`src/hp_rx_dma_pkg.sv`:
```
/* Receive DMA shared definitions: bus widths, limits, completion TLP
   field codes and the FSM state encodings */
package hp_rx_dma_pkg;

    localparam int HOST_ADDR_W = 64;          // host byte address
    localparam int PAGE_QW_W   = 32;          // page length in qwords
    localparam int BUF_ADDR_W  = 9;           // 512 qword buffer
    localparam int DATA_W      = 64;
    localparam int TAG_W       = 2;
    localparam int CHUNK_QW_W  = 7;           // holds up to 64
    localparam int N_SLOTS     = 2;

    localparam logic [6:0] CPLD_FMT_TYPE = 7'b10_01010;
    localparam logic [2:0] CPL_STATUS_SC = 3'b000;

    typedef enum logic [1:0] {
        ISS_IDLE,                             // wait for the current slot
        ISS_CALC,                             // size the next chunk
        ISS_REQ,                              // wait for a free tag
        ISS_ACK                               // request held until ack
    } issue_state_e;

    typedef enum logic [1:0] {
        WR_HDR,                               // header DW0-DW1
        WR_TAG,                               // DW2 and pad
        WR_DATA,
        WR_SKIP                               // drop up to end of frame
    } wr_state_e;

    typedef enum logic [1:0] {
        TRK_IDLE,
        TRK_COUNT,
        TRK_CHECK,
        TRK_REQ
    } trk_state_e;

endpackage

```
`src/rd_req_issuer.sv`:
```
`timescale 1ns/1ns
/* Read request issuer: serves the host page slots in turn and cuts each
   page into tagged memory-read chunks, then hands the page back */
module rd_req_issuer #(
    parameter int MAX_CHUNK_QW    = 64,
    parameter int MAX_OUTSTANDING = 4
) (
    input  logic                                   trn_clk,
    input  logic                                   reset_n,
    input  logic [hp_rx_dma_pkg::HOST_ADDR_W-1:0]  hp_addr_i [hp_rx_dma_pkg::N_SLOTS],
    input  logic [hp_rx_dma_pkg::PAGE_QW_W-1:0]    hp_qwords_i [hp_rx_dma_pkg::N_SLOTS],
    input  logic [hp_rx_dma_pkg::N_SLOTS-1:0]      hp_valid_i,
    input  logic                                   rd_ack_i,
    input  logic                                   tag_retire_i,
    output logic [hp_rx_dma_pkg::N_SLOTS-1:0]      hp_free_o,
    output logic                                   rd_req_o,
    output logic [hp_rx_dma_pkg::HOST_ADDR_W-1:0]  rd_addr_o,
    output logic [hp_rx_dma_pkg::CHUNK_QW_W-1:0]   rd_qwords_o,
    output logic [hp_rx_dma_pkg::TAG_W-1:0]        rd_tag_o,
    output logic                                   req_fire_o,
    output logic [hp_rx_dma_pkg::BUF_ADDR_W-1:0]   req_buf_base_o,
    output logic                                   req_slot_o,
    output logic [hp_rx_dma_pkg::N_SLOTS-1:0]      page_start_o
);

    localparam int AW  = hp_rx_dma_pkg::HOST_ADDR_W;
    localparam int PQW = hp_rx_dma_pkg::PAGE_QW_W;
    localparam int CQW = hp_rx_dma_pkg::CHUNK_QW_W;
    localparam int BAW = hp_rx_dma_pkg::BUF_ADDR_W;
    localparam int OCW = hp_rx_dma_pkg::TAG_W + 1;

    hp_rx_dma_pkg::issue_state_e state;
    logic [PQW-1:0] page_left;               // qwords not yet requested
    logic           cur_slot;
    logic [OCW-1:0] out_cnt;                 // requests in flight

    assign req_fire_o = rd_req_o & rd_ack_i;
    assign req_slot_o = cur_slot;

    always_ff @(posedge trn_clk or negedge reset_n) begin
        if (!reset_n) begin
            out_cnt <= '0;
        end else if (req_fire_o && !tag_retire_i) begin
            out_cnt <= out_cnt + 1'b1;
        end else if (!req_fire_o && tag_retire_i) begin
            out_cnt <= out_cnt - 1'b1;
        end
    end

    ////////////////////////////////////////////////////////////////////////////
    // chunk issue FSM
    ////////////////////////////////////////////////////////////////////////////
    always_ff @(posedge trn_clk or negedge reset_n) begin
        if (!reset_n) begin
            state          <= hp_rx_dma_pkg::ISS_IDLE;
            cur_slot       <= 1'b0;
            rd_req_o       <= 1'b0;
            rd_addr_o      <= '0;
            rd_qwords_o    <= '0;
            rd_tag_o       <= '0;
            req_buf_base_o <= '0;
            page_left      <= '0;
            hp_free_o      <= '0;
            page_start_o   <= '0;
        end else begin
            hp_free_o    <= '0;
            page_start_o <= '0;
            case (state)
                hp_rx_dma_pkg::ISS_IDLE: begin
                    if (hp_valid_i[cur_slot]) begin
                        rd_addr_o              <= hp_addr_i[cur_slot];
                        page_left              <= hp_qwords_i[cur_slot];
                        page_start_o[cur_slot] <= 1'b1;   // arm the slot's tracker
                        state                  <= hp_rx_dma_pkg::ISS_CALC;
                    end
                end
                hp_rx_dma_pkg::ISS_CALC: begin
                    if (page_left > PQW'(MAX_CHUNK_QW)) begin
                        rd_qwords_o <= CQW'(MAX_CHUNK_QW);
                    end else begin
                        rd_qwords_o <= page_left[CQW-1:0];
                    end
                    state <= hp_rx_dma_pkg::ISS_REQ;
                end
                hp_rx_dma_pkg::ISS_REQ: begin
                    if (out_cnt < OCW'(MAX_OUTSTANDING)) begin
                        rd_req_o <= 1'b1;
                        state    <= hp_rx_dma_pkg::ISS_ACK;
                    end
                end
                hp_rx_dma_pkg::ISS_ACK: begin
                    if (rd_ack_i) begin
                        rd_req_o       <= 1'b0;
                        rd_tag_o       <= rd_tag_o + 1'b1;                 // 0,1,2,3 rotation
                        req_buf_base_o <= req_buf_base_o + BAW'(rd_qwords_o);
                        rd_addr_o      <= rd_addr_o + (AW'(rd_qwords_o) << 3);
                        page_left      <= page_left - PQW'(rd_qwords_o);
                        if (page_left == PQW'(rd_qwords_o)) begin
                            hp_free_o[cur_slot] <= 1'b1;                   // last chunk taken
                            cur_slot            <= ~cur_slot;
                            state               <= hp_rx_dma_pkg::ISS_IDLE;
                        end else begin
                            state <= hp_rx_dma_pkg::ISS_CALC;
                        end
                    end
                end
                default: state <= hp_rx_dma_pkg::ISS_IDLE;
            endcase
        end
    end

endmodule

```
`src/cpl_bram_writer.sv`:
```
`timescale 1ns/1ns
/* Completion writer: parses CplD TLPs by tag and writes the byte-swapped
   payload into the buffer, then reports per-slot completion events */
module cpl_bram_writer (
    input  logic                                  trn_clk,
    input  logic                                  reset_n,
    input  logic [hp_rx_dma_pkg::DATA_W-1:0]      trn_rd_i,
    input  logic                                  trn_rsof_n_i,
    input  logic                                  trn_reof_n_i,
    input  logic                                  trn_rsrc_rdy_n_i,
    input  logic                                  trn_rdst_rdy_n_i,
    input  logic                                  req_fire_i,
    input  logic [hp_rx_dma_pkg::TAG_W-1:0]       req_tag_i,
    input  logic [hp_rx_dma_pkg::CHUNK_QW_W-1:0]  req_qwords_i,
    input  logic [hp_rx_dma_pkg::BUF_ADDR_W-1:0]  req_buf_base_i,
    input  logic                                  req_slot_i,
    output logic [hp_rx_dma_pkg::BUF_ADDR_W-1:0]  wr_addr_o,
    output logic [hp_rx_dma_pkg::DATA_W-1:0]      wr_data_o,
    output logic                                  wr_en_o,
    output logic                                  cpl_done_o,
    output logic                                  cpl_slot_o,
    output logic [9:0]                            cpl_dwords_o,
    output logic                                  tag_retire_o
);

    localparam int TW    = hp_rx_dma_pkg::TAG_W;
    localparam int CQW   = hp_rx_dma_pkg::CHUNK_QW_W;
    localparam int BAW   = hp_rx_dma_pkg::BUF_ADDR_W;
    localparam int NTAGS = 1 << TW;

    // per-tag request table
    logic [BAW-1:0] tag_base [NTAGS];
    logic [CQW-1:0] tag_req  [NTAGS];
    logic [CQW-1:0] tag_rcv  [NTAGS];        // qwords landed so far
    logic           tag_slot [NTAGS];

    hp_rx_dma_pkg::wr_state_e state;
    logic           beat_ok;
    logic           hdr_ok;
    logic [TW-1:0]  hdr_tag;
    logic [TW-1:0]  cur_tag;
    logic [9:0]     len_dw;
    logic [BAW-1:0] wr_ptr;
    logic [CQW-1:0] rcv_next;

    function automatic logic [31:0] bswap32(input logic [31:0] dw);
        return {dw[7:0], dw[15:8], dw[23:16], dw[31:24]};
    endfunction

    assign beat_ok  = !trn_rsrc_rdy_n_i && !trn_rdst_rdy_n_i;
    assign hdr_ok   = (trn_rd_i[62:56] == hp_rx_dma_pkg::CPLD_FMT_TYPE) &&
                      (trn_rd_i[15:13] == hp_rx_dma_pkg::CPL_STATUS_SC);
    assign hdr_tag  = trn_rd_i[40 +: TW];
    assign rcv_next = tag_rcv[cur_tag] + len_dw[CQW:1];

    ////////////////////////////////////////////////////////////////////////////
    // TLP parse FSM
    ////////////////////////////////////////////////////////////////////////////
    always_ff @(posedge trn_clk or negedge reset_n) begin
        if (!reset_n) begin
            state        <= hp_rx_dma_pkg::WR_HDR;
            wr_en_o      <= 1'b0;
            cpl_done_o   <= 1'b0;
            tag_retire_o <= 1'b0;
            cur_tag      <= '0;
            len_dw       <= '0;
            wr_ptr       <= '0;
        end else begin
            wr_en_o      <= 1'b0;
            cpl_done_o   <= 1'b0;
            tag_retire_o <= 1'b0;
            if (beat_ok) begin
                case (state)
                    hp_rx_dma_pkg::WR_HDR: begin
                        if (!trn_rsof_n_i) begin
                            len_dw <= trn_rd_i[41:32];
                            if (hdr_ok) begin
                                state <= hp_rx_dma_pkg::WR_TAG;
                            end else if (trn_reof_n_i) begin
                                state <= hp_rx_dma_pkg::WR_SKIP;   // not ours
                            end
                        end
                    end
                    hp_rx_dma_pkg::WR_TAG: begin
                        cur_tag <= hdr_tag;
                        wr_ptr  <= tag_base[hdr_tag] + BAW'(tag_rcv[hdr_tag]);
                        state   <= trn_reof_n_i ? hp_rx_dma_pkg::WR_DATA
                                                : hp_rx_dma_pkg::WR_HDR;
                    end
                    hp_rx_dma_pkg::WR_DATA: begin
                        wr_en_o <= 1'b1;
                        wr_ptr  <= wr_ptr + 1'b1;          // wraps at 512
                        if (!trn_reof_n_i) begin
                            cpl_done_o   <= 1'b1;
                            tag_retire_o <= (rcv_next == tag_req[cur_tag]);
                            state        <= hp_rx_dma_pkg::WR_HDR;
                        end
                    end
                    hp_rx_dma_pkg::WR_SKIP: begin
                        if (!trn_reof_n_i) begin
                            state <= hp_rx_dma_pkg::WR_HDR;
                        end
                    end
                    default: state <= hp_rx_dma_pkg::WR_HDR;
                endcase
            end
        end
    end

    // tables and write data
    always_ff @(posedge trn_clk) begin
        if (req_fire_i) begin
            tag_base[req_tag_i] <= req_buf_base_i;
            tag_req[req_tag_i]  <= req_qwords_i;
            tag_rcv[req_tag_i]  <= '0;
            tag_slot[req_tag_i] <= req_slot_i;
        end
        if (beat_ok && state == hp_rx_dma_pkg::WR_DATA) begin
            wr_addr_o <= wr_ptr;
            wr_data_o <= {bswap32(trn_rd_i[63:32]), bswap32(trn_rd_i[31:0])};
            if (!trn_reof_n_i) begin
                tag_rcv[cur_tag] <= rcv_next;
                cpl_slot_o       <= tag_slot[cur_tag];
                cpl_dwords_o     <= len_dw;
            end
        end
    end

endmodule

```
`src/page_cpl_tracker.sv`:
```
`timescale 1ns/1ns
/* Page completion tracker: sums one slot's received dwords and asks for
   a host notification once the whole page has landed */
module page_cpl_tracker #(
    parameter int SLOT_ID = 0
) (
    input  logic                                  trn_clk,
    input  logic                                  reset_n,
    input  logic                                  page_start_i,
    input  logic [hp_rx_dma_pkg::HOST_ADDR_W-1:0] page_addr_i,
    input  logic [hp_rx_dma_pkg::PAGE_QW_W-1:0]   page_qwords_i,
    input  logic                                  cpl_done_i,
    input  logic                                  cpl_slot_i,
    input  logic [9:0]                            cpl_dwords_i,
    input  logic                                  ntf_grant_i,
    output logic                                  ntf_req_o,
    output logic [hp_rx_dma_pkg::HOST_ADDR_W-1:0] ntf_addr_o
);

    localparam int DCW = hp_rx_dma_pkg::PAGE_QW_W + 1;

    hp_rx_dma_pkg::trk_state_e state;
    logic [DCW-1:0] dw_target;               // twice the page qwords
    logic [DCW-1:0] dw_cnt;

    always_ff @(posedge trn_clk or negedge reset_n) begin
        if (!reset_n) begin
            state      <= hp_rx_dma_pkg::TRK_IDLE;
            ntf_req_o  <= 1'b0;
            ntf_addr_o <= '0;
            dw_target  <= '0;
            dw_cnt     <= '0;
        end else if (page_start_i) begin
            ntf_addr_o <= page_addr_i;
            dw_target  <= {page_qwords_i, 1'b0};
            dw_cnt     <= '0;
            ntf_req_o  <= 1'b0;
            state      <= hp_rx_dma_pkg::TRK_COUNT;
        end else begin
            case (state)
                hp_rx_dma_pkg::TRK_COUNT: begin
                    if (cpl_done_i && cpl_slot_i == 1'(SLOT_ID)) begin
                        dw_cnt <= dw_cnt + DCW'(cpl_dwords_i);
                        state  <= hp_rx_dma_pkg::TRK_CHECK;
                    end
                end
                hp_rx_dma_pkg::TRK_CHECK: begin
                    if (dw_cnt == dw_target) begin
                        ntf_req_o <= 1'b1;                 // page complete
                        state     <= hp_rx_dma_pkg::TRK_REQ;
                    end else begin
                        state <= hp_rx_dma_pkg::TRK_COUNT;
                    end
                end
                hp_rx_dma_pkg::TRK_REQ: begin
                    if (ntf_grant_i) begin
                        ntf_req_o <= 1'b0;
                        state     <= hp_rx_dma_pkg::TRK_IDLE;
                    end
                end
                default: state <= hp_rx_dma_pkg::TRK_IDLE;
            endcase
        end
    end

endmodule

```
`src/notify_arbiter.sv`:
```
`timescale 1ns/1ns
/* Notification arbiter: grants the lowest requesting tracker and runs
   the notify handshake with the host */
module notify_arbiter (
    input  logic                                  trn_clk,
    input  logic                                  reset_n,
    input  logic [hp_rx_dma_pkg::N_SLOTS-1:0]     ntf_req_i,
    input  logic [hp_rx_dma_pkg::HOST_ADDR_W-1:0] ntf_addr_i [hp_rx_dma_pkg::N_SLOTS],
    input  logic                                  notify_ack_i,
    output logic [hp_rx_dma_pkg::N_SLOTS-1:0]     ntf_grant_o,
    output logic                                  notify_o,
    output logic [hp_rx_dma_pkg::HOST_ADDR_W-1:0] notify_msg_o
);

    localparam int NS    = hp_rx_dma_pkg::N_SLOTS;
    localparam int SEL_W = (NS > 1) ? $clog2(NS) : 1;

    logic [SEL_W-1:0] pick;
    logic             any_req;

    // lowest index wins
    always_comb begin
        pick    = '0;
        any_req = 1'b0;
        for (int s = NS - 1; s >= 0; s--) begin
            if (ntf_req_i[s]) begin
                pick    = SEL_W'(s);
                any_req = 1'b1;
            end
        end
    end

    always_ff @(posedge trn_clk or negedge reset_n) begin
        if (!reset_n) begin
            ntf_grant_o  <= '0;
            notify_o     <= 1'b0;
            notify_msg_o <= '0;
        end else begin
            ntf_grant_o <= '0;
            if (|ntf_grant_o) begin
                notify_o <= 1'b1;                          // one cycle after grant
            end else if (notify_o) begin
                notify_o <= !notify_ack_i;
            end else if (any_req) begin
                ntf_grant_o[pick] <= 1'b1;
                notify_msg_o      <= ntf_addr_i[pick];
            end
        end
    end

endmodule

```
`src/hp_rx_dma_top.sv`:
```
`timescale 1ns/1ns
/* Huge page receive DMA top level: read issue, completion write,
   per-slot completion tracking and host notification */
module hp_rx_dma_top #(
    parameter int MAX_CHUNK_QW    = 64,
    parameter int MAX_OUTSTANDING = 4
) (
    input  logic                                  trn_clk,
    input  logic                                  reset_n,
    input  logic [hp_rx_dma_pkg::HOST_ADDR_W-1:0] hp_addr_i [hp_rx_dma_pkg::N_SLOTS],
    input  logic [hp_rx_dma_pkg::PAGE_QW_W-1:0]   hp_qwords_i [hp_rx_dma_pkg::N_SLOTS],
    input  logic [hp_rx_dma_pkg::N_SLOTS-1:0]     hp_valid_i,
    output logic [hp_rx_dma_pkg::N_SLOTS-1:0]     hp_free_o,
    output logic                                  rd_req_o,
    output logic [hp_rx_dma_pkg::HOST_ADDR_W-1:0] rd_addr_o,
    output logic [hp_rx_dma_pkg::CHUNK_QW_W-1:0]  rd_qwords_o,
    output logic [hp_rx_dma_pkg::TAG_W-1:0]       rd_tag_o,
    input  logic                                  rd_ack_i,
    input  logic [hp_rx_dma_pkg::DATA_W-1:0]      trn_rd_i,
    input  logic                                  trn_rsof_n_i,
    input  logic                                  trn_reof_n_i,
    input  logic                                  trn_rsrc_rdy_n_i,
    input  logic                                  trn_rdst_rdy_n_i,
    output logic [hp_rx_dma_pkg::BUF_ADDR_W-1:0]  wr_addr_o,
    output logic [hp_rx_dma_pkg::DATA_W-1:0]      wr_data_o,
    output logic                                  wr_en_o,
    output logic                                  notify_o,
    output logic [hp_rx_dma_pkg::HOST_ADDR_W-1:0] notify_msg_o,
    input  logic                                  notify_ack_i
);

    logic                                  req_fire;
    logic [hp_rx_dma_pkg::BUF_ADDR_W-1:0]  req_buf_base;
    logic                                  req_slot;
    logic [hp_rx_dma_pkg::N_SLOTS-1:0]     page_start;
    logic                                  tag_retire;
    logic                                  cpl_done;
    logic                                  cpl_slot;
    logic [9:0]                            cpl_dwords;
    logic [hp_rx_dma_pkg::N_SLOTS-1:0]     ntf_req;
    logic [hp_rx_dma_pkg::N_SLOTS-1:0]     ntf_grant;
    logic [hp_rx_dma_pkg::HOST_ADDR_W-1:0] ntf_addr [hp_rx_dma_pkg::N_SLOTS];

    rd_req_issuer #(
        .MAX_CHUNK_QW    (MAX_CHUNK_QW),
        .MAX_OUTSTANDING (MAX_OUTSTANDING)
    ) u_issuer (
        .trn_clk (trn_clk), .reset_n (reset_n),
        .hp_addr_i (hp_addr_i), .hp_qwords_i (hp_qwords_i), .hp_valid_i (hp_valid_i),
        .rd_ack_i (rd_ack_i), .tag_retire_i (tag_retire), .hp_free_o (hp_free_o),
        .rd_req_o (rd_req_o), .rd_addr_o (rd_addr_o), .rd_qwords_o (rd_qwords_o),
        .rd_tag_o (rd_tag_o), .req_fire_o (req_fire), .req_buf_base_o (req_buf_base),
        .req_slot_o (req_slot), .page_start_o (page_start)
    );

    cpl_bram_writer u_writer (
        .trn_clk (trn_clk), .reset_n (reset_n),
        .trn_rd_i (trn_rd_i), .trn_rsof_n_i (trn_rsof_n_i), .trn_reof_n_i (trn_reof_n_i),
        .trn_rsrc_rdy_n_i (trn_rsrc_rdy_n_i), .trn_rdst_rdy_n_i (trn_rdst_rdy_n_i),
        .req_fire_i (req_fire), .req_tag_i (rd_tag_o), .req_qwords_i (rd_qwords_o),
        .req_buf_base_i (req_buf_base), .req_slot_i (req_slot),
        .wr_addr_o (wr_addr_o), .wr_data_o (wr_data_o), .wr_en_o (wr_en_o),
        .cpl_done_o (cpl_done), .cpl_slot_o (cpl_slot), .cpl_dwords_o (cpl_dwords),
        .tag_retire_o (tag_retire)
    );

    for (genvar s = 0; s < hp_rx_dma_pkg::N_SLOTS; s++) begin : g_trk
        page_cpl_tracker #(.SLOT_ID (s)) u_tracker (
            .trn_clk (trn_clk), .reset_n (reset_n),
            .page_start_i (page_start[s]), .page_addr_i (hp_addr_i[s]),
            .page_qwords_i (hp_qwords_i[s]), .cpl_done_i (cpl_done),
            .cpl_slot_i (cpl_slot), .cpl_dwords_i (cpl_dwords),
            .ntf_grant_i (ntf_grant[s]), .ntf_req_o (ntf_req[s]), .ntf_addr_o (ntf_addr[s])
        );
    end

    notify_arbiter u_arbiter (
        .trn_clk (trn_clk), .reset_n (reset_n),
        .ntf_req_i (ntf_req), .ntf_addr_i (ntf_addr), .notify_ack_i (notify_ack_i),
        .ntf_grant_o (ntf_grant), .notify_o (notify_o), .notify_msg_o (notify_msg_o)
    );

endmodule

```
`config.mk`:
```
export PLATFORM = sky130hd
export DESIGN_NAME = hp_rx_dma_top
export DESIGN_NICKNAME = d
export VERILOG_FILES = /design/src/hp_rx_dma_pkg.sv /design/src/rd_req_issuer.sv /design/src/cpl_bram_writer.sv /design/src/page_cpl_tracker.sv /design/src/notify_arbiter.sv /design/src/hp_rx_dma_top.sv
export SDC_FILE = /design/constraint.sdc
export NUM_CORES = 1
export LEC_CHECK = 0
export ABC_CLOCK_PERIOD_IN_PS = 4800
export BUFFER_PORTS_ARGS = -buffer_cell sky130_fd_sc_hd__buf_4
export CAP_MARGIN = 20
export CORE_AREA = 2 2 255 257
export CTS_CLUSTER_SIZE = 12
export DETAILED_ROUTE_END_ITERATION = 10
export DIE_AREA = 0 0 257 259
export GPL_TIMING_DRIVEN = 1
export PLACE_DENSITY = 0.71
export SETUP_SLACK_MARGIN = 0.3
export SYNTH_ARGS = -nofsm -noshare
export SYNTH_HDL_FRONTEND = slang
export SYNTH_SLANG_ARGS = --single-unit
```
`constraint.sdc`:
```
create_clock -name trn_clk -period 4.8 [get_ports trn_clk]
set_input_delay 0.24 -clock trn_clk [delete_from_list [all_inputs] [get_ports trn_clk]]
set_output_delay 0.24 -clock trn_clk [all_outputs]
set_load 0.02 [all_outputs]
```
==> results_tabular.tex, run 1 <==
\begin{tabular}{lr}
\hline
Metric & Value \\
\hline
\multicolumn{2}{l}{\textbf{Yosys}} \\
\quad Synth Instances & 2784 \\
\quad Sequential-to-total area share from yosys stat & 0.540 \\
\quad Count of warnings emitted by yosys & 0 \\
\quad Count of flip-flops with a built-in enable after synthesis & 180 \\
\quad Syn\_nets & 3133 \\
\quad Top\_reg\_cell synth & sky130\_fd\_sc\_hd\_\_dfrtp\_1 \\
\quad Synth async-reset ratio & 0.728 \\
\quad Post-synthesis register bit count & 662 \\
\quad Post-synthesis cell area & 0.0323 mm² \\
\quad Post-synthesis area per instance & 11.6 µm² \\
\quad Number of distinct library cell variants in the gate-level netlist after synthesis & 86 \\
\multicolumn{2}{l}{\textbf{Clock tree}} \\
\quad Post-CTS Hold Buffers & 260 \\
\quad TritonCTS clock tree & built \\
\quad Clock insertion delay at the later pin of the skew report & 0.62 ns \\
\quad Resized Gates After CTS & 0 \\
\quad CTS Sinks & 662 \\
\quad Cts bufs inserted & 73 \\
\quad Buffers inserted by post-CTS timing repair & 0 \\
\quad Maximum clock insertion buffer count & 3 \\
\quad Clock tree root buffer cell & sky130\_fd\_sc\_hd\_\_clkbuf\_16 \\
\quad Htree depth & 3 \\
\quad Clock-pin slew reported for the worst setup and hold paths after clock tree synthesis & 0.06 ns \\
\multicolumn{2}{l}{\textbf{Global routing}} \\
\quad Final global-route overflow total & 0 \\
\quad Overall fraction of global-route tracks in use & 0.291 \\
\quad Number of global-route vias before repair & 26217 \\
\quad Pin count of the biggest net entering global routing & 129 \\
\quad Antenna violations before repair & 2 \\
\quad First-pass GRT wire length & 151000 µm \\
\multicolumn{2}{l}{\textbf{Routing}} \\
\quad Post-detailed-route DRC marker count & 0 \\
\quad Via total after detailed routing & 25454 \\
\quad Average wire per cell in the routed design & 22.1 µm \\
\quad Number of iterations in the first detailed-routing pass & 6 \\
\quad Total wire length after detailed routing & 97500 µm \\
\quad Via density & 5.77 \\
\quad Initial DRC count & 1772 \\
\quad Number of nets with antenna violations after routing & 0 \\
\multicolumn{2}{l}{\textbf{Final layout}} \\
\quad Net total in the final layout & 3842 \\
\quad Layout cell share with drive strength beyond 1 & 0.253 \\
\quad Final instance area & 0.0419 mm² \\
\quad Area added between synthesis and finish & 29.6\% \\
\quad Filler-free cell count of the finished design & 4409 \\
\multicolumn{2}{l}{\textbf{Setup path}} \\
\quad Critical path launch point type & flip-flop \\
\quad Req. time, crit path & 5.32 ns \\
\quad Worst setup EP type & flip-flop \\
\quad Logic depth of the worst register-to-register path & 10 \\
\quad Crit-path max FO & 20 \\
\quad Setup Crit Path Kind & reg -> reg \\
\quad Worst path arrival time & 3.82 ns \\
\quad Cell with the biggest individual delay on the critical path & sky130\_fd\_sc\_hd\_\_dfrtp\_1 \\
\quad Worst path max stage delay & 0.90 ns \\
\quad Critical path cell sequence & mux4\_2 > ha\_1 > fa\_1 > a21oi\_1 > o21bai\_1 > a21o\_1 > a21oi\_1 > xnor2\_1 > xnor2\_1 > nor4\_1 \\
\multicolumn{2}{l}{\textbf{Hold path}} \\
\quad Worst hold path stage count & 1 \\
\quad Worst hold-check path type & in -> reg \\
\multicolumn{2}{l}{\textbf{Floorplanning}} \\
\quad Number of placement rows & 93 \\
\quad Die span in x & 257 µm \\
\quad Overall die height & 259 µm \\
\quad Die area & 0.0666 mm² \\
\quad Placeable core area & 0.0639 mm² \\
\quad Number of primary I/O pins & 481 \\
\quad Starting utilization of the core area & 0.506 \\
\multicolumn{2}{l}{\textbf{STA}} \\
\quad Final TNS setup & 0 ns \\
\quad Maximum clock frequency & 0.303 GHz \\
\quad RSZ-0062 raised after global routing & no \\
\quad Relative max-transition margin & 0.236 \\
\quad Number of endpoints with negative hold slack in the final report & 0 \\
\quad Final Max Tran Viols & 0 \\
\quad Setup clock skew after layout & 0.0176 ns \\
\quad Slew at the pin with the worst max-slew slack & 1.15 ns \\
\quad Final-layout worst hold slack & 0.0436 ns \\
\quad Shortest clock period the worst path allows after layout & 3.30 ns \\
\quad Final critical-path share of the clock period & 0.687 \\
\quad Final-report setup violation count & 0 \\
\multicolumn{2}{l}{\textbf{Job}} \\
\quad Max Cap Violations & 0 \\
\multicolumn{2}{l}{\textbf{Pwr}} \\
\quad Static leakage & 0.0179 µW \\
\quad Worst VDD drop & 0.401 mV \\
\quad Power density relative to cell area & 553 mW/mm² \\
\multicolumn{2}{l}{\textbf{Place}} \\
\quad \# port buffers & 480 \\
\quad Half-perimeter wire length of the detailed placement result & 66900 µm \\
\quad Gp weighted congestion & 0.943 \\
\quad DP Area & 0.0369 mm² \\
\quad Placed cell count & 4012 \\
\multicolumn{2}{l}{\textbf{Status}} \\
\quad Status & complete, no violations \\
\hline
\end{tabular}
==> state kept, by name, summed over array words and instances, names as in the netlist, 3 cells and up <==
register and count:
u_writer.wr_data_o 64, u_arbiter.notify_msg_o 64, u_issuer.rd_qwords_o 7, u_writer.wr_addr_o 9, u_writer.len_dw 10, u_writer.wr_ptr 9
g_trk.u_tracker.dw_target 64, u_writer.tag_req 28, u_issuer.rd_addr_o 64, g_trk.u_tracker.ntf_addr_o 128, u_writer.tag_base 36, g_trk.u_tracker.state 4
u_writer.tag_slot 4, u_issuer.req_buf_base_o 9, g_trk.u_tracker.dw_cnt 66, u_issuer.out_cnt 3, u_writer.tag_rcv 28, u_writer.cpl_dwords_o 10
u_issuer.page_left 32
==> routing by layer <==
layer  share of wire  GRT usage
met1            0.39      0.356
met2            0.51      0.507
met3           0.070     0.0644
met4           0.031      0.102
met5               0          0
==> worst max-delay path: cells and delay by family (launching register included) <==
| family | cells | cell delay, ns |
|---|---|---|
| XOR/XNOR | 2 | 0.38 |
| multiplexers | 1 | 0.42 |
| flip-flops | 1 | 0.90 |
| AO/OA/AOI/OAI | 4 | 0.63 |
| adder cells (fa/ha/maj) | 2 | 0.64 |
| AND/OR/NAND/NOR | 1 | 0.23 |
==> layout by cell type (no fill, tap or decap), types with 12 or more instances in the layout <==
cell                            netlist  routed
sky130_fd_sc_hd__o211ai_1            16      16
sky130_fd_sc_hd__a21o_1              19      19
sky130_fd_sc_hd__dlygate4sd3_1        0     260
sky130_fd_sc_hd__o21ai_0            176     174
sky130_fd_sc_hd__nor2_1             181     180
sky130_fd_sc_hd__inv_1               80      79
sky130_fd_sc_hd__xnor2_1             59      59
sky130_fd_sc_hd__clkbuf_16            0      75
sky130_fd_sc_hd__buf_4                0     506
sky130_fd_sc_hd__nor4_1              26      26
sky130_fd_sc_hd__a21oi_1            116     116
sky130_fd_sc_hd__mux4_2              31      31
sky130_fd_sc_hd__or3_1               13      13
sky130_fd_sc_hd__nor2b_1             24      24
sky130_fd_sc_hd__a211oi_1            25      25
sky130_fd_sc_hd__edfxtp_1           180     180
sky130_fd_sc_hd__nand4_1             28      28
sky130_fd_sc_hd__and3_1              29      29
sky130_fd_sc_hd__nor3b_1             12      12
sky130_fd_sc_hd__o221ai_1            27      27
sky130_fd_sc_hd__nand3_1             43      43
sky130_fd_sc_hd__nand2_1            256     255
sky130_fd_sc_hd__mux2i_1            166     166
sky130_fd_sc_hd__o21a_1              14      13
sky130_fd_sc_hd__a221o_1             14      14
sky130_fd_sc_hd__xor2_1              79      79
sky130_fd_sc_hd__dfrtp_1            482     479
sky130_fd_sc_hd__ha_1                75      74
sky130_fd_sc_hd__clkbuf_1           120      27
sky130_fd_sc_hd__nor3_1              51      51
sky130_fd_sc_hd__mux2_2             219     219
sky130_fd_sc_hd__nand2b_1            17      17
sky130_fd_sc_hd__o22ai_1             19      19
==> final cells by class <==
cell class	instances	area (µm²)
antenna	2	5.00
clock buffer	111	2100
clock inverter	23	307
fill	4720	22000
inverter	81	304
multi-input combinational	1900	14100
sequential	662	17500
tap	855	1070
timing repair buffer	775	6580
==> metrics by stage <==
step	setup WS, ns	utilization	power (µW)
after floorplan	1.18	-	14000
after global placement	1.55	0.577	17000
after detailed placement	1.54	0.578	17300
after CTS	1.53	0.656	23200
after global routing	1.28	0.656	24500
final	1.50	0.656	23200
==> cell families (layout without fill, tap and decap cells) <==
logic type / Yosys count / after routing / synth area share
AND/OR/NAND/NOR: 739 / 739 / 0.110
XOR/XNOR: 138 / 138 / 0.0374
other: 0 / 2 / 0
multiplexers: 416 / 416 / 0.149
adder cells (fa/ha/maj): 83 / 83 / 0.0340
buffers and inverters: 222 / 990 / 0.0261
flip-flops: 662 / 662 / 0.540
AO/OA/AOI/OAI: 524 / 524 / 0.103
==> final timing paths <==
path                                           from                        to  slack (ns)
worst max-delay path            u_writer.cur_tag[1]     u_writer.tag_retire_o        1.50
worst max register to register  u_writer.cur_tag[1]     u_writer.tag_retire_o        1.50
max in group asynchronous                   reset_n  u_issuer.page_start_o[1]        3.28
worst min-delay path                   trn_rd_i[41]    u_writer.wr_data_o[49]        0.04
worst min register to register   u_writer.len_dw[9]  u_writer.cpl_dwords_o[9]        0.45
min in group asynchronous                   reset_n         u_writer.state[0]        0.23
==> Yosys cell counts, types with 27 or more instances <==
cell type / instances / area, µm²
sky130_fd_sc_hd__nor2_1: 181 / 679
sky130_fd_sc_hd__inv_1: 80 / 300
sky130_fd_sc_hd__ha_1: 75 / 938
sky130_fd_sc_hd__nand3_1: 43 / 215
sky130_fd_sc_hd__nor3_1: 51 / 255
sky130_fd_sc_hd__o21ai_0: 176 / 881
sky130_fd_sc_hd__xnor2_1: 59 / 517
sky130_fd_sc_hd__and3_1: 29 / 181
sky130_fd_sc_hd__xor2_1: 79 / 692
sky130_fd_sc_hd__clkbuf_1: 120 / 450
sky130_fd_sc_hd__dfrtp_1: 482 / 12100
sky130_fd_sc_hd__nand2_1: 256 / 961
sky130_fd_sc_hd__mux2i_1: 166 / 1660
sky130_fd_sc_hd__nand4_1: 28 / 175
sky130_fd_sc_hd__mux4_2: 31 / 698
sky130_fd_sc_hd__mux2_2: 219 / 2470
sky130_fd_sc_hd__a21oi_1: 116 / 581
sky130_fd_sc_hd__o221ai_1: 27 / 236
sky130_fd_sc_hd__edfxtp_1: 180 / 5410
==> power by group <==
group / switching (µW) / internal, µW / leakage (µW)
clock network: 2330 / 3360 / 0.00116
logic: 5040 / 3630 / 0.00899
registers: 1410 / 7420 / 0.00777
total: 8780 / 14400 / 0.0179
(Power assumes the default switching activity.)
==> inputs of run 2 (changes only) <==
- ABC_CLOCK_PERIOD_IN_PS: 4800 -> 3310
- clock period: 4.8 -> 3.31 ns (I/O delays scaled with it)
==> results_tabular.tex, run 2 (synthesis gave the netlist of run 1 again) <==
\begin{tabular}{lr}
\hline
Metric & Value \\
\hline
\multicolumn{2}{l}{\textbf{Clock tree}} \\
\quad Cts bufs inserted & 73 (unchanged) \\
\quad Htree depth & 3 (unchanged) \\
\quad Clock-pin slew reported for the worst setup and hold paths after clock tree synthesis & 0.06 ns (about the same) \\
\quad Clock tree root buffer cell & sky130\_fd\_sc\_hd\_\_clkbuf\_16 \\
\quad TritonCTS clock tree & built \\
\quad Clock insertion delay at the later pin of the skew report & 0.63 ns (about the same) \\
\quad CTS Sinks & 662 (unchanged) \\
\quad Maximum clock insertion buffer count & 3 (unchanged) \\
\multicolumn{2}{l}{\textbf{Final layout}} \\
\quad Post-route core utilization & 0.664 (+0.00729) \\
\quad Flip-flop count of the largest register, all copies and words added & 128 (unchanged) \\
\quad Net total in the final layout & 3881 (+1.0\%) \\
\quad Leading registers by flop count & g\_trk.u\_tracker.ntf\_addr\_o x128, g\_trk.u\_tracker.dw\_cnt x66 \\
\quad Multi-input gate area & 0.0141 mm² (+0.29\%) \\
\quad Register with the most flip-flops & g\_trk.u\_tracker.ntf\_addr\_o \\
\quad Total area of sequential cells & 0.0175 mm² (about the same) \\
\quad Leading cell types in the layout, fill and taps excluded & sky130\_fd\_sc\_hd\_\_buf\_4 (530), sky130\_fd\_sc\_hd\_\_dfrtp\_1 (477), sky130\_fd\_sc\_hd\_\_dlygate4sd3\_1 (265) \\
\quad Area added between synthesis and finish & 31.1\% \\
\quad Layout filler cell count & 4650 (-1.5\%) \\
\quad Layout cell share with drive strength beyond 1 & 0.263 (+0.00993) \\
\quad Most common cell after layout, fill and taps aside & sky130\_fd\_sc\_hd\_\_buf\_4 \\
\multicolumn{2}{l}{\textbf{STA}} \\
\quad Number of endpoints with negative hold slack in the final report & 0 (unchanged) \\
\quad Shortest clock period the worst path allows after layout & 2.93 ns (-0.366 ns) \\
\quad RSZ-0062 raised after global routing & yes \\
\quad Slew at the pin with the worst max-slew slack & 0.839 ns (-0.307 ns) \\
\quad Final Max Tran Viols & 0 (unchanged) \\
\quad Maximum clock frequency & 0.341 GHz (+12\%) \\
\quad Final-report setup violation count & 0 (unchanged) \\
\quad Relative max-transition margin & 0.441 (+0.205) \\
\quad Final-layout worst hold slack & 0.173 ns (+0.129 ns) \\
\quad Setup clock skew after layout & 0.0221 ns (+0.00451 ns) \\
\quad Final TNS setup & 0 ns (unchanged) \\
\quad Final critical-path share of the clock period & 0.886 (+0.199) \\
\multicolumn{2}{l}{\textbf{Routing}} \\
\quad Post-detailed-route DRC marker count & 0 (unchanged) \\
\quad Via total after detailed routing & 25533 (+0.31\%) \\
\quad Number of iterations in the first detailed-routing pass & 5 (-1) \\
\quad Via density & 5.74 (-0.57\%) \\
\quad Total wire length after detailed routing & 97400 µm (about the same) \\
\quad Number of nets with antenna violations after routing & 0 (unchanged) \\
\quad Average wire per cell in the routed design & 21.9 µm (-0.93\%) \\
\quad Initial DRC count & 2140 (+21\%) \\
\multicolumn{2}{l}{\textbf{Pwr}} \\
\quad Worst VDD drop & 0.611 mV (+52\%) \\
\quad Net load switching power & 12900 µW (+46\%) \\
\quad Power density relative to cell area & 806 mW/mm² (+46\%) \\
\quad Power Internal & 21300 µW (+48\%) \\
\quad Share of total power in sequential cells & 0.371 (-0.010) \\
\quad Switching power as a share of total power & 0.376 (-0.00218) \\
\quad Clock network fraction of design power & 0.242 (-0.003) \\
\quad Static leakage & 0.0182 µW (+1.3\%) \\
\quad Power share of the combinational group & 0.387 (+0.013) \\
\multicolumn{2}{l}{\textbf{Setup path}} \\
\quad Start point of the critical path & u\_issuer.rd\_addr\_o[5] \\
\quad Startpoint of the worst-slack reg-to-reg timing path & u\_issuer.rd\_addr\_o[5] \\
\quad Capturing point of the worst reg2reg path & u\_issuer.rd\_addr\_o[54] \\
\quad Logic depth of the worst register-to-register path & 8 (-2) \\
\quad Req. time, crit path & 3.85 ns (-1.47 ns) \\
\quad Setup Crit Path Kind & reg -> reg \\
\quad Worst path arrival time & 3.48 ns (-0.34 ns) \\
\quad Worst reg-to-reg setup slack & 0.38 ns (-1.12 ns) \\
\quad Worst setup EP type & flip-flop \\
\quad Setup crit end & u\_issuer.rd\_addr\_o[54] \\
\quad Crit-path max FO & 6 (-70\%) \\
\quad Critical path launch point type & flip-flop \\
\multicolumn{2}{l}{\textbf{Global routing}} \\
\quad Antenna violations before repair & 6 (+4) \\
\quad Number of global-route vias before repair & 26281 (+0.24\%) \\
\quad Final global-route overflow total & 0 (unchanged) \\
\quad Pin count of the biggest net entering global routing & 112 (-13\%) \\
\quad First-pass GRT wire length & 150000 µm (-0.85\%) \\
\quad Overall fraction of global-route tracks in use & 0.289 (-0.00190) \\
\multicolumn{2}{l}{\textbf{Floorplanning}} \\
\quad Starting utilization of the core area & 0.506 (unchanged) \\
\quad Die span in x & 257 µm (unchanged) \\
\quad Overall die height & 259 µm (unchanged) \\
\quad Number of primary I/O pins & 481 (unchanged) \\
\quad Placeable core area & 0.0639 mm² (unchanged) \\
\quad Number of placement rows & 93 (unchanged) \\
\quad Die area & 0.0666 mm² (unchanged) \\
\multicolumn{2}{l}{\textbf{Place}} \\
\quad Gp weighted congestion & 0.918 (-2.7\%) \\
\quad Half-perimeter wire length of the detailed placement result & 67100 µm (+0.19\%) \\
\quad \# port buffers & 480 (unchanged) \\
\multicolumn{2}{l}{\textbf{Status}} \\
\quad Status & complete, no violations \\
\multicolumn{2}{l}{\textbf{Hold path}} \\
\quad Worst hold-check path type & in -> async \\
\multicolumn{2}{l}{\textbf{Job}} \\
\quad Max Cap Violations & 0 (unchanged) \\
\hline
\end{tabular}
-- run 2: cell types whose count changed in the layout (fill, tap and decap cells not counted), sizes merged --
| cell | change |
|---|---|
| clkinv | +3 |
| buf | +33 |
| clkinvlp | -2 |
| clkbuf | -1 |
| diode | +2 |
| dlygate4sd3 | +5 |
| or4 | +1 |
| inv | -2 |
-- run 2: through the flow --
step | cells | instance area [µm²] | worst slack, ns | total power (µW)
floorplan | 2784 | 32400 | 0.282 | 20400
global placement | 4038 | 37200 | 0.333 | 24800
detailed placement | 4038 | 37200 | 0.217 | 25300
CTS | 4435 | 42300 | 0.312 | 34000
global route | 4448 | 42400 | 0.270 | 36100
finish | 4448 | 42400 | 0.376 | 34200
-- run 2: how the worst min path moves through the flow --
stage	slack [ns]	endpoint	depth (start not counted)
floorplan	-0.13	g_trk[0].u_tracker.dw_cnt[0]	0
global placement	0.23	u_writer.wr_ptr[5]	1
detailed placement	0.23	u_writer.wr_ptr[5]	1
CTS	0.17	u_writer.wr_ptr[5]	2
global route	0.21	u_writer.wr_ptr[5]	2
finish	0.17	u_writer.wr_ptr[5]	2
-- run 2: area by class of cell --
type                       count  area share
clock inverter                22     0.00717
clock buffer                 110      0.0500
timing repair buffer         813       0.165
inverter                      81     0.00717
tap                          855      0.0252
sequential                   662       0.412
antenna                        4    0.000236
multi-input combinational   1901       0.333
-- run 2: worst max-delay path: stages (launching register included) --
cell and delay [ns]:
sky130_fd_sc_hd__dfrtp_1 0.41, sky130_fd_sc_hd__ha_1 0.36, sky130_fd_sc_hd__o21ai_1 0.10, sky130_fd_sc_hd__o211a_1 0.27, sky130_fd_sc_hd__or3_4 0.43, sky130_fd_sc_hd__or4_4 0.49, sky130_fd_sc_hd__or4_1 0.49, sky130_fd_sc_hd__o21ai_0 0.16
sky130_fd_sc_hd__a221o_1 0.16
-- run 2: what timing repair did --
| item | 4_1_cts | 5_1_grt |
|---|---|---|
| pin swaps | 1 | 3 |
| endpoints found under the setup margin | 3 | 20 |
| buffers inserted | 0 | 7 |
| endpoints found under the hold margin | 381 | 0 |
| hold buffers | 265 | 0 |
| gates cloned | 0 | 1 |
| gates resized for setup | 5 | 10 |
-- run 2: per-layer routing --
layer	track usage	vias to the layer above	part of all wire
li1	-	11670	-
met1	0.358	12703	0.40
met2	0.488	942	0.49
met3	0.0658	214	0.070
met4	0.122	4	0.040
met5	0	-	0.00030
-- run 2: power by group through the flow --
stage,Clock [µW],Combinational (µW),Sequential (µW)
6_report,8270,13200,12700
5_1_grt,8780,14300,13000
3_5_place_dp,0,12500,12700
2_1_floorplan,0,7120,13300
4_1_cts,8460,12900,12600
3_3_place_gp,0,12200,12600
